File: src/resampler_cfg_pkg.sv
package resampler_cfg_pkg;

    // Channels sharing the MAC
    localparam int NUM_CH = 8;
    localparam int CH_W = 3;

    // Filter geometry
    localparam int HALFDEPTH = 16;                 // Taps per wing
    localparam int HALFDEPTH_W = 4;
    localparam int NUM_FIR = 160;                  // Polyphase branches
    localparam int FIR_W = 8;
    localparam int DECIM = 147;                    // Phase step per output sample
    localparam int BANK_ADDR_W = FIR_W + HALFDEPTH_W;

    // Ring buffer addressing
    localparam int OFFSET_W = HALFDEPTH_W + 1;     // Spans both wings
    localparam int RB_LEN = 64;
    localparam int RB_PTR_W = 6;

    // Scheduling
    localparam int TIMESLICE = 64;
    localparam int TIMESLICE_W = 6;

    // Multiplier pipeline
    localparam int MULT_LATENCY = 4;
    localparam int PROD_DELAY = MULT_LATENCY + 2;  // Input and output registers included

    // One wing issues all taps, then drains the multiplier
    localparam int WING_CYCLES = HALFDEPTH + PROD_DELAY;

endpackage

File: src/resampler_types_pkg.sv
package resampler_types_pkg;

    import resampler_cfg_pkg::*;

    // Audio sample, also the Q1.23 coefficient word
    typedef logic signed [23:0] sample_t;

    // Input side, one write strobe per channel
    typedef struct packed {
        logic [NUM_CH-1:0] we;
        sample_t [NUM_CH-1:0] data;
    } in_bus_t;

    // Core to ring buffers
    typedef struct packed {
        logic [NUM_CH-1:0] pop;
        logic [OFFSET_W-1:0] offset;    // Shared by all channels
    } rb_ctrl_t;

    // Output side
    typedef struct packed {
        logic [NUM_CH-1:0] ack;
        sample_t data;
    } out_bus_t;

    // Wing sequencer
    typedef enum logic [2:0] {
        ST_READY,
        ST_BEGIN,
        ST_RWING,
        ST_PREP,
        ST_LWING,
        ST_END,
        ST_IDLE
    } core_state_e;

endpackage

File: src/mpemu.sv
`timescale 1ns/1ns

module mpemu
    import resampler_cfg_pkg::*;
    import resampler_types_pkg::*;
(
    input  logic    clk,
    input  sample_t mpcand_i,
    input  sample_t mplier_i,
    output sample_t mprod_o
);

    sample_t mpcand_q;
    sample_t mplier_q;

    logic signed [47:0] prod_pipe [MULT_LATENCY];

    always_ff @(posedge clk) begin
        mpcand_q <= mpcand_i;
        mplier_q <= mplier_i;

        prod_pipe[0] <= mpcand_q * mplier_q;
        for (int i = 1; i < MULT_LATENCY; i++) begin
            prod_pipe[i] <= prod_pipe[i-1];
        end

        // Q2.46 down to Q1.23, truncated
        mprod_o <= prod_pipe[MULT_LATENCY-1][46:23];
    end

endmodule

File: src/resampler_core.sv
`timescale 1ns/1ns

module resampler_core
    import resampler_cfg_pkg::*;
    import resampler_types_pkg::*;
(
    input  logic                   clk,
    input  logic                   rst,

    // Coefficient bank
    output logic [BANK_ADDR_W-1:0] bank_addr_o,
    input  sample_t                bank_data_i,

    // Ring buffers
    output rb_ctrl_t               rb_ctrl_o,
    input  sample_t [NUM_CH-1:0]   rb_data_i,

    // Output requests and results
    input  logic [NUM_CH-1:0]      pop_req_i,
    output out_bus_t               out_o
);

    typedef logic [HALFDEPTH_W:0] wing_cnt_t;

    logic [TIMESLICE_W-1:0] slice_cnt;
    logic [CH_W-1:0] cur_ch;
    logic slice_start;

    logic [NUM_CH-1:0] req_latch;
    logic [NUM_CH-1:0] consume_mask;
    logic serve_q;

    core_state_e state;
    wing_cnt_t wing_cnt;
    logic wing_last;
    logic lwing;

    logic [FIR_W-1:0] phase_mem [NUM_CH];
    logic [FIR_W-1:0] rphase;
    logic [FIR_W-1:0] bank_phase;
    logic phase_wrap;

    logic [HALFDEPTH_W-1:0] tap_idx;
    logic [HALFDEPTH_W-1:0] offset_cnt;

    sample_t mprod;
    logic prod_valid;
    sample_t sum_q;

    // Fixed rotation, one slice per channel
    assign slice_start = (slice_cnt == '0);

    always_ff @(posedge clk) begin
        if (rst) begin
            slice_cnt <= '0;
            cur_ch <= '0;
        end else begin
            slice_cnt <= slice_cnt + 1'b1;
            if (slice_cnt == TIMESLICE_W'(TIMESLICE - 1)) begin
                cur_ch <= cur_ch + 1'b1;
            end
        end
    end

    // Requests wait for their slice; taken at slice start even if pending pulses merge
    always_comb begin
        consume_mask = '0;
        consume_mask[cur_ch] = slice_start;
    end

    always_ff @(posedge clk) begin
        if (rst) begin
            req_latch <= '0;
            serve_q <= 1'b0;
        end else begin
            req_latch <= pop_req_i | (req_latch & ~consume_mask);
            if (slice_start) begin
                serve_q <= req_latch[cur_ch];
            end
        end
    end

    assign wing_last = (wing_cnt == wing_cnt_t'(WING_CYCLES - 1));
    assign lwing = (state == ST_LWING);

    // Wing sequencer
    always_ff @(posedge clk) begin
        if (rst) begin
            state <= ST_IDLE;
            wing_cnt <= '0;
        end else if (slice_start) begin
            state <= ST_READY;
        end else begin
            wing_cnt <= wing_cnt + 1'b1;
            case (state)
                ST_READY: begin
                    if (serve_q) begin
                        state <= ST_BEGIN;
                    end
                end
                ST_BEGIN: begin
                    state <= ST_RWING;
                    wing_cnt <= '0;
                end
                ST_RWING: begin
                    if (wing_last) begin
                        state <= ST_PREP;
                    end
                end
                ST_PREP: begin
                    state <= ST_LWING;
                    wing_cnt <= '0;
                end
                ST_LWING: begin
                    if (wing_last) begin
                        state <= ST_END;
                    end
                end
                ST_END: state <= ST_IDLE;
                default: state <= ST_IDLE;
            endcase
        end
    end

    // Phase memory, advanced once per output
    assign phase_wrap = (rphase >= FIR_W'(NUM_FIR - DECIM));

    always_ff @(posedge clk) begin
        if (rst) begin
            for (int i = 0; i < NUM_CH; i++) begin
                phase_mem[i] <= '0;
            end
        end else if (state == ST_END) begin
            if (phase_wrap) begin
                phase_mem[cur_ch] <= rphase - FIR_W'(NUM_FIR - DECIM);
            end else begin
                phase_mem[cur_ch] <= rphase + FIR_W'(DECIM);
            end
        end
    end

    // Tap and buffer offset counters
    always_ff @(posedge clk) begin
        offset_cnt <= offset_cnt - 1'b1;
        case (state)
            ST_BEGIN: begin
                rphase <= phase_mem[cur_ch];
                tap_idx <= HALFDEPTH_W'(HALFDEPTH - 1);
                offset_cnt <= HALFDEPTH_W'(HALFDEPTH - 1);
            end
            ST_RWING: tap_idx <= tap_idx - 1'b1;
            ST_PREP: begin
                tap_idx <= '0;
                offset_cnt <= HALFDEPTH_W'(HALFDEPTH - 1);
            end
            ST_LWING: tap_idx <= tap_idx + 1'b1;
            default: ;
        endcase
    end

    // Left wing runs the mirrored phase
    assign bank_phase = lwing ? FIR_W'(NUM_FIR - 1) - rphase : rphase;
    assign bank_addr_o = {bank_phase, tap_idx};

    mpemu u_mpemu (
        .clk      (clk),
        .mpcand_i (rb_data_i[cur_ch]),
        .mplier_i (bank_data_i),
        .mprod_o  (mprod)
    );

    // Products of the 16 issued taps land at counter 6..21
    assign prod_valid = (state == ST_RWING || lwing) && (wing_cnt >= wing_cnt_t'(PROD_DELAY));

    always_ff @(posedge clk) begin
        if (state == ST_BEGIN) begin
            sum_q <= '0;
        end else if (prod_valid) begin
            sum_q <= sum_q + mprod;  // Wraps in 24 bits
        end
    end

    always_comb begin
        rb_ctrl_o.pop = '0;
        rb_ctrl_o.pop[cur_ch] = (state == ST_END) && phase_wrap;
        rb_ctrl_o.offset = {~lwing, offset_cnt};  // Right wing reads the upper half

        out_o.ack = '0;
        out_o.ack[cur_ch] = (state == ST_END);
        out_o.data = sum_q;
    end

endmodule

File: config.mk
export PLATFORM = sky130hd
export DESIGN_NAME = resampler_core
export DESIGN_NICKNAME = d
export VERILOG_FILES = /design/src/resampler_cfg_pkg.sv /design/src/resampler_types_pkg.sv /design/src/mpemu.sv /design/src/resampler_core.sv
export SDC_FILE = /design/constraint.sdc
export NUM_CORES = 2
export LEC_CHECK = 0
export BUFFER_PORTS_ARGS = -buffer_cell sky130_fd_sc_hd__buf_4
export CELL_PAD_IN_SITES_DETAIL_PLACEMENT = 1
export CELL_PAD_IN_SITES_GLOBAL_PLACEMENT = 2
export CORE_ASPECT_RATIO = 0.7
export CORE_MARGIN = 2
export CORE_UTILIZATION = 40
export DETAILED_ROUTE_END_ITERATION = 10
export GPL_ROUTABILITY_DRIVEN = 0
export PLACE_DENSITY = 0.84
export SETUP_SLACK_MARGIN = 0.02
export SYNTH_ARGS = -nofsm -noshare
export SYNTH_HDL_FRONTEND = slang
export SYNTH_HIERARCHICAL = 1
export SYNTH_SLANG_ARGS = --single-unit
File: constraint.sdc
create_clock -name clk -period 8.75 [get_ports clk]
set_input_delay 2.1875 -clock clk [delete_from_list [all_inputs] [get_ports clk]]
set_output_delay 2.1875 -clock clk [all_outputs]
set_load 0.01 [all_outputs]
==> impl_metrics.py <==
metrics = {
    "sta": {
        "final.setup.tns_ns": 0,
        "max_freq_mhz": 129,
        "setup_violations": 0,
        "maxSlewHeadroom_pct": 17.2,
        "hold_viol": 0,
        "drv_slew": 0,
        "period_share_pct": 88.5,
        "fin_skew_ns": 0.0286,
        "setup_slack_ns": 1.01,
        "tightest_slew_ns": 1.24,
        "rsz0062_at_grt": "no",
        "min_period_ns": 7.74,
    },
    "worst_hold_path": {
        "hold_start": "u_mpemu/prod_pipe[3][40]$_DFF_P_",
        "hold_path_class": "reg -> reg",
        "worstHoldEndpoint": "u_mpemu/mprod_o[17]$_DFF_P_",
        "whs_path_depth": 0,
    },
    "worst_setup_path": {
        "rr_startpoint": "u_mpemu/mplier_q[1]$_DFF_P_",
        "ff2ff_path_depth": 20,
        "cp_data_arrival_time_ns": 8.16,
        "r2r_end": "u_mpemu/prod_pipe[0][46]$_DFF_P_",
        "startpoint": "u_mpemu/mplier_q[1]$_DFF_P_",
        "crit_path_start_kind": "flip-flop",
        "critical_path.endpoint_type": "flip-flop",
        "critPathRequiredTime_ns": 9.17,
        "ff2ff_setup_slack_ns": 1.01,
        "critPathMaxFanout": 23,
        "critPathKind": "reg -> reg",
    },
    "routing": {
        "antenna_left": 0,
        "wl_met2_um": 41600,
        "wire_per_inst_um": 23.3,
        "dr_total_vias": 23400,
        "drt_iter0_drc": 1678,
        "wl_met3_um": 10900,
        "drc_errors": 0,
        "drt_first_pass_iters": 5,
        "met1_length_um": 50200,
        "drt_wl_total_um": 105000,
        "highest_layer": "met5",
        "viasPerCell": 5.19,
    },
    "floorplan": {
        "die_w_um": 340,
        "start_util_pct": 40.3,
        "die_h_um": 239,
        "fp.dieArea_mm2": 0.0811,
        "ios": 283,
        "rows": 86,
        "core_area_mm2": 0.0783,
    },
    "synthesis": {
        "synthesis.area_mm2": 0.0315,
        "synth_top_cell_by_area": "fa_1",
        "syn-num-nets": 4174,
        "ys_seq_elements": 298,
        "synthDistinctLibCells": 87,
        "yosys-top-cells-area": "fa_1 38%, dfxtp_1 14%, edfxtp_1 7.2%, inv_1 7.2%, ha_1 6.5%",
        "yosysTopAreaCellShare_pct": 38.1,
        "postSynth.asyncResetShare_pct": 0,
        "synth-seq-area-share_pct": 21.3,
        "syn_avg_cell_area_um2": 9.91,
        "synthCells": 3184,
        "ys_warn_count": 6,
        "yosys_most_used_dff": "dfxtp_1",
        "synth-edff-count": 76,
    },
    "cells_and_area": {
        "area_growth_pct": 14.2,
        "final_util_pct": 46.0,
        "layout-drive-gt1-share_pct": 13.2,
        "nNetsFinal": 4404,
        "fillers": 8934,
    },
    "global_routing": {
        "track_usage_pct": 26.3,
        "antenna_found_initial": 2,
        "grt_overflow": 0,
        "grt_max_degree": 37,
        "grt_pass1_vias": 25500,
        "grt_pass1_wl_um": 160000,
    },
    "job": {
        "max_cap_viol_count": 0,
    },
    "cts": {
        "cts_tree": "yes",
        "clock_path_buffers": 3,
        "ctsHtreeMaxLevel": 2,
        "clk_latency_ns": 0.58,
        "cts_setup_buffers": 0,
        "cts.repair.resized": 0,
        "postCtsHoldBufs": 0,
        "clkTransAtPathRegs_ns": 0.07,
        "cts_root_buffer": "clkbuf_16",
        "clock-sinks": 298,
        "cts_buffers": 35,
    },
    "outcome": {
        "status": "finished, final reports clean",
    },
    "placed_design": {
        "dp_slack_ns": 1.04,
        "dpl.hpwl_um": 84600,
        "portBuffers": 282,
    },
}
[through the flow]
stage                     hold slack (ns)  instance area, um2  std cells
after global placement              0.310               34900       4433
after global routing                0.331               36000       4496
after detailed placement            0.313               34900       4433
after CTS                           0.328               36000       4496
final                               0.324               36000       4498
after floorplan                     0.310               31500       3184
[registers in the layout, summed over array words and instances, names as in the netlist]
signal / cells
slice_cnt: 6
u_mpemu/mplier_q: 24
req_latch: 8
u_mpemu/prod_pipe: 96
u_mpemu/mpcand_q: 24
sum_q: 24
serve_q: 1
state: 3
rphase: 8
wing_cnt: 5
phase_mem: 64
offset_cnt: 4
tap_idx: 4
cur_ch: 3
u_mpemu/mprod_o: 24
[cell type report]
class / instances / area (um2) / area share (%)
multi-input combinational: 2137 / 22000 / 61.1
sequential: 298 / 6730 / 18.7
timing repair buffer: 340 / 2550 / 7.09
inverter: 602 / 2260 / 6.27
tap: 1056 / 1320 / 3.67
clock buffer: 42 / 922 / 2.56
clock inverter: 21 / 233 / 0.646
antenna: 2 / 5.00 / 0.0139
[Yosys cell counts, drive strengths merged, types with 17 or more instances]
cell,instances
a21oi,78
a22oi,133
and2,261
clkbuf,136
dfxtp,222
edfxtp,76
fa,600
ha,164
inv,602
nand2,371
nand2b,17
nand3,25
nand4,45
nor2,125
nor2b,34
nor3,21
o21ai,34
xnor2,47
xor2,26
[cells in the final DEF, fill, tap and decap left out, types with 9 or more instances in the layout]
| master | netlist | layout |
|---|---|---|
| buf_4 | 2 | 340 |
| xor2_1 | 25 | 25 |
| nor2b_1 | 34 | 34 |
| a21o_1 | 13 | 13 |
| xnor2_1 | 47 | 47 |
| edfxtp_1 | 76 | 76 |
| nand3_1 | 25 | 25 |
| a31oi_1 | 11 | 11 |
| clkbuf_16 | 0 | 35 |
| dfxtp_1 | 222 | 221 |
| o21ai_0 | 30 | 30 |
| o21a_1 | 9 | 9 |
| fa_1 | 600 | 600 |
| a22oi_1 | 133 | 133 |
| a21oi_1 | 77 | 77 |
| and2_1 | 260 | 260 |
| nand2_1 | 369 | 369 |
| nand2b_1 | 17 | 17 |
| nand4_1 | 44 | 44 |
| nor2_1 | 125 | 123 |
| ha_1 | 164 | 164 |
| or2_2 | 15 | 15 |
| inv_1 | 602 | 602 |
| nor3_1 | 20 | 20 |
[critical path, cell delays in order (launching register included)]
cell	delay, ns
dfxtp_1	0.86
and2_1	0.29
fa_1	0.58
fa_1	0.66
inv_1	0.20
fa_1	0.53
inv_1	0.05
fa_1	0.48
fa_1	0.53
fa_1	0.50
inv_1	0.05
fa_1	0.48
inv_1	0.04
ha_1	0.40
and4_1	0.27
nand3_1	0.18
o21ai_0	0.50
o211ai_2	0.24
o31ai_4	0.41
o31a_4	0.21
o211ai_1	0.10
[metal layers]
metal | up-vias | track usage, %
met3 | 98 | 9.21
met5 | - | 1.13
li1 | 10300 | -
met2 | 787 | 36.1
met1 | 12100 | 39.5
met4 | 2 | 4.99
[worst max path at each step]
stage	end	slack, ns
6_report	u_mpemu/prod_pipe[0][46]$_DFF_P_	1.01
5_1_grt	u_mpemu/prod_pipe[0][46]$_DFF_P_	0.65
4_1_cts	u_mpemu/prod_pipe[0][46]$_DFF_P_	0.98
3_5_place_dp	u_mpemu/prod_pipe[0][46]$_DFF_P_	1.04
3_3_place_gp	u_mpemu/prod_pipe[0][45]$_DFF_P_	1.17
2_1_floorplan	u_mpemu/prod_pipe[0][46]$_DFF_P_	2.08
[cells by family (layout without fill, tap and decap cells)]
| family | count (synthesis) | in the layout | share of synthesized area [%] |
|---|---|---|---|
| xor gates and xnor gates | 73 | 73 | 2.05 |
| other | 0 | 2 | 0 |
| AOI/OAI and AO/OA | 339 | 339 | 7.66 |
| buffers and inverters | 749 | 1005 | 9.03 |
| and+or+nand+nor | 956 | 956 | 15.2 |
| DFF | 298 | 298 | 21.3 |
| muxes | 5 | 5 | 0.163 |
| adders and majority gates | 764 | 764 | 44.6 |
Power is not shown: default switching activity piles up to over one toggle a cycle in this logic, so the estimate is an artifact.
