===== src/resampler_cfg_pkg.sv =====
package resampler_cfg_pkg;

    // Channels sharing the MAC
    localparam int NUM_CH = 8;
    localparam int CH_W = 3;

    // Filter geometry
    localparam int HALFDEPTH = 16;                 // Taps per wing
    localparam int HALFDEPTH_W = 4;
    localparam int NUM_FIR = 160;                  // Polyphase branches
    localparam int FIR_W = 8;
    localparam int DECIM = 147;                    // Phase step per output sample
    localparam int BANK_ADDR_W = FIR_W + HALFDEPTH_W;

    // Ring buffer addressing
    localparam int OFFSET_W = HALFDEPTH_W + 1;     // Spans both wings
    localparam int RB_LEN = 64;
    localparam int RB_PTR_W = 6;

    // Scheduling
    localparam int TIMESLICE = 64;
    localparam int TIMESLICE_W = 6;

    // Multiplier pipeline
    localparam int MULT_LATENCY = 4;
    localparam int PROD_DELAY = MULT_LATENCY + 2;  // Input and output registers included

    // One wing issues all taps, then drains the multiplier
    localparam int WING_CYCLES = HALFDEPTH + PROD_DELAY;

endpackage


===== src/resampler_types_pkg.sv =====
package resampler_types_pkg;

    import resampler_cfg_pkg::*;

    // Audio sample, also the Q1.23 coefficient word
    typedef logic signed [23:0] sample_t;

    // Input side, one write strobe per channel
    typedef struct packed {
        logic [NUM_CH-1:0] we;
        sample_t [NUM_CH-1:0] data;
    } in_bus_t;

    // Core to ring buffers
    typedef struct packed {
        logic [NUM_CH-1:0] pop;
        logic [OFFSET_W-1:0] offset;    // Shared by all channels
    } rb_ctrl_t;

    // Output side
    typedef struct packed {
        logic [NUM_CH-1:0] ack;
        sample_t data;
    } out_bus_t;

    // Wing sequencer
    typedef enum logic [2:0] {
        ST_READY,
        ST_BEGIN,
        ST_RWING,
        ST_PREP,
        ST_LWING,
        ST_END,
        ST_IDLE
    } core_state_e;

endpackage


===== src/ringbuf.sv =====
`timescale 1ns/1ns

module ringbuf
    import resampler_cfg_pkg::*;
    import resampler_types_pkg::*;
(
    input  logic                clk,
    input  logic                rst,

    input  logic                we_i,
    input  sample_t             data_i,

    input  logic                pop_i,
    input  logic [RB_PTR_W-1:0] offset_i,
    output sample_t             data_o
);

    sample_t mem [RB_LEN];

    logic [RB_PTR_W-1:0] wr_ptr;
    logic [RB_PTR_W-1:0] rd_base;
    logic [RB_PTR_W-1:0] rd_addr;

    // Pointers wrap naturally at the buffer depth
    always_ff @(posedge clk) begin
        if (rst) begin
            wr_ptr <= '0;
            rd_base <= '0;
        end else begin
            if (we_i) begin
                wr_ptr <= wr_ptr + 1'b1;
            end
            if (pop_i) begin
                rd_base <= rd_base + 1'b1;  // Oldest sample dropped
            end
        end
    end

    always_ff @(posedge clk) begin
        if (we_i) begin
            mem[wr_ptr] <= data_i;
        end
    end

    // Random access relative to the read base
    assign rd_addr = rd_base + offset_i;
    assign data_o = mem[rd_addr];

endmodule


===== config.mk =====
export PLATFORM = sky130hd
export DESIGN_NAME = ringbuf
export DESIGN_NICKNAME = d
export VERILOG_FILES = /design/src/resampler_cfg_pkg.sv /design/src/resampler_types_pkg.sv /design/src/ringbuf.sv
export SDC_FILE = /design/constraint.sdc
export NUM_CORES = 1
export LEC_CHECK = 0
export ABC_AREA = 1
export BUFFER_PORTS_ARGS = -buffer_cell sky130_fd_sc_hd__buf_2
export CELL_PAD_IN_SITES_DETAIL_PLACEMENT = 1
export CELL_PAD_IN_SITES_GLOBAL_PLACEMENT = 2
export CORE_MARGIN = 2
export CORE_UTILIZATION = 38
export DETAILED_ROUTE_END_ITERATION = 6
export PLACE_DENSITY = 0.82
export REMOVE_ABC_BUFFERS = 1
export SLEW_MARGIN = 15
export SYNTH_ARGS = -nofsm -noshare
export SYNTH_HDL_FRONTEND = slang
export SYNTH_SLANG_ARGS = --single-unit

===== constraint.sdc =====
create_clock -name clk -period 2.7 [get_ports clk]
set_input_delay 0.405 -clock clk [delete_from_list [all_inputs] [get_ports clk]]
set_output_delay 0.405 -clock clk [all_outputs]
set_load 0.005 [all_outputs]

==> impl_metrics.py, run 1 <==
metrics = {
    "drt": {
        "vias": 49000,
        "wl_per_cell_um": 24.0,
        "drc": 0,
        "firstDrtPassIters": 5,
        "viasPerCell": 5.18,
        "drt-initial-drc-count": 4692,
        "routed_wl_um": 227000,
        "postRouteAntennaNets": 0,
    },
    "floorplan": {
        "start_util_pct": 38.3,
        "coreArea_sq_um": 176000,
        "dieArea_sq_um": 181000,
        "die_x_um": 426,
        "rows": 154,
        "io_pins": 58,
        "die_h_um": 426,
    },
    "pwr": {
        "total_power_mw": 59.2,
        "ir_drop_v": 0.000702,
        "p_leak_nw": 34.9,
        "p_per_area_nw_per_um2": 720,
    },
    "setup_path": {
        "startpoint_type": "register",
        "slowest_delay_ns": 0.79,
        "path_delay_family": "buffers and inverters",
        "worstPathMaxFanout": 7,
        "r2r_end": "mem[18][14]$_DFFE_PP_",
        "crit_required_ns": 2.30,
        "timing.critical_path.buf_inv": 8,
        "timing.rr.start": "wr_ptr[1]$_SDFFE_PP0P_",
        "cp.arrival_ns": 3.80,
        "critical_path.cell_chain": "ha_4, inv_2, fa_4, buf_12, buf_16, buf_4, buf_4, buf_4, nand3_1, nand3_1, nand3_2, nand3_2, nand3_2, buf_6, nand2_1, buf_2",
        "critPathCaptureType": "output pin",
        "regToRegSetupSlack_ns": 0.36,
        "slowest_stage": "fa_4",
        "crit_type": "reg -> out",
        "r2r_cells": 5,
    },
    "placed_design": {
        "dp_cells": 9109,
        "gp_congestion": 0.849,
        "io_buffers": 57,
        "dp_slack_ns": -1.14,
        "dp_hpwl_um": 135000,
        "post_dp_cell_area_sq_um": 74400,
    },
    "global_route": {
        "grt_max_degree": 65,
        "grt_use_met2_pct": 41.3,
        "grt_util_met1_pct": 33.3,
        "antenna_found_initial": 11,
        "grt.busiest_layer": "met2",
        "grt_pass1_wl_um": 334000,
        "grt_use_total_pct": 25.0,
        "grt_pass1_vias": 50900,
        "grt-ovfl-total": 0,
        "grtUsageMet3_pct": 3.46,
    },
    "logic_synthesis": {
        "yosysSeqAreaShare_pct": 68.6,
        "syn_area_sq_um": 67600,
        "synth_top_area_share_pct": 68.2,
        "yosysTopAreaCell": "edfxtp_1",
        "ys.warnings.count": 0,
        "syn_avg_cell_area_sq_um": 10.2,
        "synth_cell_type_count": 31,
        "netlist_top_cells_area": "edfxtp_1 (68%), nand2_1 (12%), nand3_1 (8.1%)",
        "ys_ff_latch": 1548,
        "netlist_instances": 6629,
    },
    "clock_network": {
        "htreeDepth": 4,
        "clk_pin_slew_ns": 0.06,
        "clockRootBuffer": "clkbuf_16",
        "numCtsBuffers": 162,
        "clockBufferDepth": 3,
        "cts_tree": "done",
        "cts.sinks": 1548,
        "worstSkewPairLatency_ns": 0.83,
    },
    "cells_and_area": {
        "syn2layout_area_growth_pct": 21.7,
        "num-nets-final": 7036,
        "instances_no_fill": 9463,
        "fin_util_pct": 46.6,
        "fillers": 19100,
        "drive_gt1_share_pct": 15.8,
        "fin_area_sq_um": 82200,
    },
    "sta": {
        "finalHoldViolations": 0,
        "rsz0062_at_grt": "yes",
        "setup_tns_ns": -34.72,
        "clock_skew_ns": 0.0395,
        "max-slew-margin-rel_pct": 41.0,
        "period_share_pct": 156,
        "slew_viol_final": 0,
        "hold-worst-slack_ns": 0.0815,
        "fin_ws_ns": -1.51,
        "max_freq_ghz": 0.238,
        "tightestPinTransition_ns": 0.886,
        "setup_viol": 24,
        "min_period_ns": 4.21,
    },
    "worst_hold_path": {
        "min-delay-start": "data_i[10]",
        "holdPathStages": 1,
        "worstHoldPathType": "in -> reg",
        "hold_end": "mem[36][10]$_DFFE_PP_",
    },
    "run_status": {
        "violations": "negative setup slack",
        "outcome": "finished, violations left",
    },
    "job": {
        "cap_violations": 0,
    },
}
## layer usage
layer  part of all wire, %  wire length [um]
met4                   4.1              9280
met3                   6.3             14200
met1                    42             95000
met2                    48            109000
met5                     0                 0
## report_power, final
group	switching, mW	internal [mW]	total (mW)	leakage, nW
clock network	9.60	12.7	22.3	2.50
logic	6.70	3.75	10.4	18.5
registers	0.0231	26.5	26.5	13.9
## placed cells by master, fill, tap and decap left out, drive strengths merged, types with 9 or more instances in the layout
cell,synthesis,final
clkbuf,57,205
a21oi,11,11
buf,277,518
bufinv,0,12
clkinv,0,60
o211ai,46,46
clkinvlp,0,14
inv,1224,1231
nand3,1092,1092
nand2,2183,2183
nor2,130,130
nor3,9,9
dfxtp,12,12
or2,27,27
edfxtp,1536,1536
## synthesized netlist by cell type
master and number:
a211oi_1 1, a21oi_2 1, nand3b_1 2, xnor2_1 3, o211ai_1 46, nand2_2 2, edfxtp_1 1536, buf_1 23
inv_1 1221, nand2_1 2181, a21oi_1 10, nor2_1 130, buf_4 17, o41ai_1 1, ha_1 7, buf_6 2
or2_1 1, o21ai_2 1, nor3b_1 2, nand3_1 1092, buf_2 235, dfxtp_1 12, or2_2 26, nor3_1 9
xor2_1 2, inv_2 3, fa_1 1, nand4_1 2, clkbuf_1 57, o21a_1 1, o21ai_0 2
## worst max path at each step
stage	start	to	slack, ns	cells after the start
finish	rd_base[0]$_SDFFE_PP0P_	data_o[23]	-1.51	16
global route	rd_base[0]$_SDFFE_PP0P_	data_o[9]	-1.62	17
floorplan	offset_i[0]	data_o[0]	-35.61	11
global placement	offset_i[0]	data_o[1]	-1.14	16
detailed placement	offset_i[0]	data_o[1]	-1.14	16
CTS	rd_base[0]$_SDFFE_PP0P_	data_o[8]	-1.63	17
## kinds of logic (layout without fill, tap and decap cells)
logic type | after synthesis | count (layout) | share of synthesized area, %
flip-flops | 1548 | 1548 | 68.6
XOR/XNOR | 5 | 5 | 0.0648
AO/OA/AOI/OAI | 63 | 63 | 0.661
adder cells (fa/ha/maj) | 8 | 8 | 0.159
buffers and inverters | 1558 | 2051 | 9.20
AND/OR/NAND/NOR | 3447 | 3447 | 21.3
other | 0 | 1 | 0
## layout make-up
class                      count  area [sq um]  share of cell area [%]
clock inverter                91           808                   0.983
inverter                    1224          4620                    5.62
sequential                  1548         46400                    56.4
antenna                        1          2.50                 0.00304
timing repair inverter         2          28.8                  0.0350
multi-input combinational   3523         16600                    20.2
clock buffer                 201          4390                    5.34
timing repair buffer         533          6520                    7.93
tap                         2340          2930                    3.56
## what timing repair did
action | in CTS | in global routing
endpoints found under the hold margin | 26 | 0
cloned | 19 | 4
gates resized for setup | 285 | 106
buffers inserted | 27 | 9
pin swaps | 33 | 39
endpoints found under the setup margin | 24 | 24
hold buffers | 7 | 0
## sequential cells by signal, indices dropped and copies added (netlist names)
register,count
mem,1536
rd_base,6
wr_ptr,6
(Power assumes the default switching activity.)
==> run 2, diff against run 1 <==
ABC_AREA = unset   (was 1)
CORE_ASPECT_RATIO = 0.5   (was unset)
CORE_UTILIZATION = 40   (was 38)
MAX_ROUTING_LAYER = met4   (was unset)
PLACE_DENSITY = 0.73   (was 0.82)
==> run 2 against run 1 <==
Compared with the run above:
- power decreased by 3.8%
- the run still ends with negative setup slack left
- core utilization up 3.7 points
- routed wire length fell by 27%
==> impl_metrics.py, run 2 <==
metrics = {
    "global_route": {
        "grt_max_degree": 65,
        "grt_pass1_vias": 33700,
        "grt_pass1_wl_um": 240000,
        "grt-ovfl-total": 0,
        "grt_use_total_pct": 22.3,
        "antenna_found_initial": 3,
    },
    "placed_design": {
        "gp_congestion": 0.821,
        "dp_hpwl_um": 97100,
        "dp_cells": 5144,
        "io_buffers": 57,
        "dp_slack_ns": -1.80,
    },
    "logic_synthesis": {
        "netlist_top_cells_area": "edfxtp_1 (77%), mux4_2 (14%), a2111oi_0 (1.4%)",
        "yosysSeqAreaShare_pct": 77.1,
        "synth_most_common_cell": "edfxtp_1",
        "synth-async-reset-ratio_pct": 0,
        "synth_edf_count": 1536,
        "synthTopCellsByCount": "edfxtp_1 (1,536), mux4_2 (384), nand2_1 (206)",
        "ys_ff_latch": 1548,
        "syn_area_sq_um": 60200,
        "synth_cell_type_count": 39,
        "ys.warnings.count": 0,
        "netlist_instances": 2816,
        "synth_top_area_share_pct": 76.7,
        "yosysTopAreaCell": "edfxtp_1",
        "yosys_most_used_dff": "edfxtp_1",
        "syn_avg_cell_area_sq_um": 21.4,
    },
    "setup_path": {
        "critPathCaptureType": "output pin",
        "startpoint_type": "register",
        "regToRegSetupSlack_ns": 0.42,
        "crit_required_ns": 2.30,
        "slowest_stage": "fa_4",
        "r2r_cells": 4,
        "startpoint": "rd_base[0]$_SDFFE_PP0P_",
        "timing.rr.start": "wr_ptr[0]$_SDFFE_PP0P_",
        "crit_type": "reg -> out",
        "r2r_end": "mem[15][19]$_DFFE_PP_",
        "timing.critical_path.buf_inv": 7,
        "path_delay_family": "adder cells",
        "crit_cells": 15,
        "worstPathMaxFanout": 6,
        "critical_path.cell_chain": "ha_4, inv_2, fa_4, buf_12, buf_12, buf_6, mux4_2, and2_1, a2111oi_2, buf_4, a31oi_2, mux2i_2, buf_4, mux2i_2, buf_2",
        "slowest_delay_ns": 0.93,
        "crit_path_end": "data_o[13]",
        "cp.arrival_ns": 4.33,
    },
    "clock_network": {
        "clockRootBuffer": "clkbuf_16",
        "cts.sinks": 1548,
        "numCtsBuffers": 146,
        "cts_tree": "done",
        "clockBufferDepth": 3,
        "htreeDepth": 4,
        "clk_pin_slew_ns": 0.06,
        "worstSkewPairLatency_ns": 0.78,
    },
    "sta": {
        "max_freq_ghz": 0.211,
        "min_period_ns": 4.74,
        "fin_ws_ns": -2.04,
        "tightestPinTransition_ns": 1.01,
        "slew_viol_final": 0,
        "finalHoldViolations": 0,
        "period_share_pct": 175,
        "clock_skew_ns": 0.0200,
        "setup_viol": 24,
        "max-slew-margin-rel_pct": 32.4,
        "rsz0062_at_grt": "yes",
        "setup_tns_ns": -47.18,
    },
    "pwr": {
        "p_leak_nw": 24.0,
        "p_per_area_nw_per_um2": 760,
        "ir_drop_v": 0.000615,
    },
    "cells_and_area": {
        "instances_no_fill": 5480,
        "num-nets-final": 3416,
        "top_register": "mem",
        "final_common_cell": "edfxtp_1",
        "largest_reg_flops": 1536,
        "drive_gt1_share_pct": 41.8,
        "fillers": 13200,
        "reg.largest.list": "mem: 1536 flops, rd_base: 6 flops, wr_ptr: 6 flops",
        "syn2layout_area_growth_pct": 24.5,
        "mostFrequentLayoutCells": "edfxtp_1 (1,536), buf_4 (385), mux4_2 (384), nand2_1 (205), clkbuf_16 (160)",
    },
    "job": {
        "cap_violations": 0,
    },
    "floorplan": {
        "io_pins": 58,
        "start_util_pct": 40.4,
        "die_h_um": 278,
        "rows": 100,
        "die_x_um": 552,
        "dieArea_sq_um": 154000,
        "coreArea_sq_um": 149000,
    },
    "drt": {
        "vias": 31500,
        "firstDrtPassIters": 7,
        "drt-initial-drc-count": 3499,
        "drc": 0,
        "routed_wl_um": 166000,
        "viasPerCell": 5.75,
        "postRouteAntennaNets": 0,
        "wl_per_cell_um": 30.3,
    },
    "run_status": {
        "violations": "negative setup slack",
        "outcome": "finished, violations left",
    },
    "worst_hold_path": {
        "worstHoldPathType": "in -> reg",
    },
}
run 2: changes by cell type after synthesis, sizes merged, moves of 25 or more:
cell | previous run | this run
nand2 | 2183 | 206
inv | 1224 | 4
nand3 | 1092 | 5
mux4 | 0 | 384
buf | 277 | 81
a2111oi | 0 | 96
a31oi | 0 | 96
and2 | 0 | 96
mux2i | 0 | 74
nor2 | 130 | 69
o211ai | 46 | 0
clkbuf | 57 | 97
or2 | 27 | 2
run 2: how the worst min path moves through the flow:
stage	cells past startpoint	start	endpoint
after floorplan	2	rd_base[5]$_SDFFE_PP0P_	rd_base[5]$_SDFFE_PP0P_
after global placement	2	rd_base[5]$_SDFFE_PP0P_	rd_base[5]$_SDFFE_PP0P_
after detailed placement	2	rd_base[5]$_SDFFE_PP0P_	rd_base[5]$_SDFFE_PP0P_
after CTS	1	data_i[21]	mem[25][21]$_DFFE_PP_
after global routing	1	data_i[21]	mem[11][21]$_DFFE_PP_
final	1	data_i[21]	mem[25][21]$_DFFE_PP_
run 2: worst reg2reg max path, cell delays in order (launching register included):
cell and delay [ns]:
dfxtp_1 0.74, nand4_1 0.28, buf_4 0.29, nor2_2 0.14, buf_4 0.45
run 2: metal layers:
layer  vias up  global-route usage (%)  wire [um]
li1      12900                       -          -
met1     17300                    30.1      69300
met2      1155                    35.4      82200
met3       194                    3.79      11600
met4         0                    5.66       2980
met5         -                       -          0
run 2: kinds of logic (layout without fill, tap and decap cells):
| family | count (synthesis) | count (layout) | synth area share, % |
|---|---|---|---|
| DFF | 1548 | 1548 | 77.1 |
| muxes | 458 | 458 | 15.6 |
| and+or+nand+nor | 405 | 405 | 3.08 |
| AOI/OAI and AO/OA | 202 | 202 | 2.50 |
| buffers and inverters | 182 | 855 | 1.38 |
| xor gates and xnor gates | 13 | 13 | 0.189 |
| adders and majority gates | 8 | 8 | 0.179 |
| other | 0 | 2 | 0 |
run 2: final cells by class:
class	instances	area, sq um	share of cell area [%]
diodes	2	5.00	0.00668
clock buffers	193	4080	5.45
clock inverters	70	714	0.954
inverters	4	15.0	0.0200
multi-input cells	1086	15400	20.6
flip-flops and latches	1548	46400	61.9
well taps	1989	2490	3.32
repair buffers	588	5820	7.76
run 2: per-stage QoR:
stage / util, % / hold slack, ns / area (sq um) / power [mW]
finish: 50.3 / 0.0542 / 74900 / 57.0
global route: 50.3 / 0.0413 / 74900 / 58.6
CTS: 49.8 / 0.00669 / 74200 / 56.8
detailed placement: 44.9 / 0.509 / 66900 / 34.6
global placement: 44.9 / 0.482 / 66900 / 34.4
floorplan: - / 0.464 / 59300 / 32.0
run 2: where the power goes:
group / internal, mW / total, mW / switching, mW
Clock: 12.1 / 20.9 / 8.84
Sequential: 26.5 / 26.5 / 0.0315
Combinational: 4.65 / 9.54 / 4.89
run 2: repair_timing:
item / CTS / global route
gates cloned: 7 / 3
hold endpoints to repair: 8 / 0
endpoints found under the setup margin: 24 / 24
hold buffers: 3 / 0
resized for setup: 375 / 130
pin swaps: 46 / 49
buffers inserted: 62 / 15
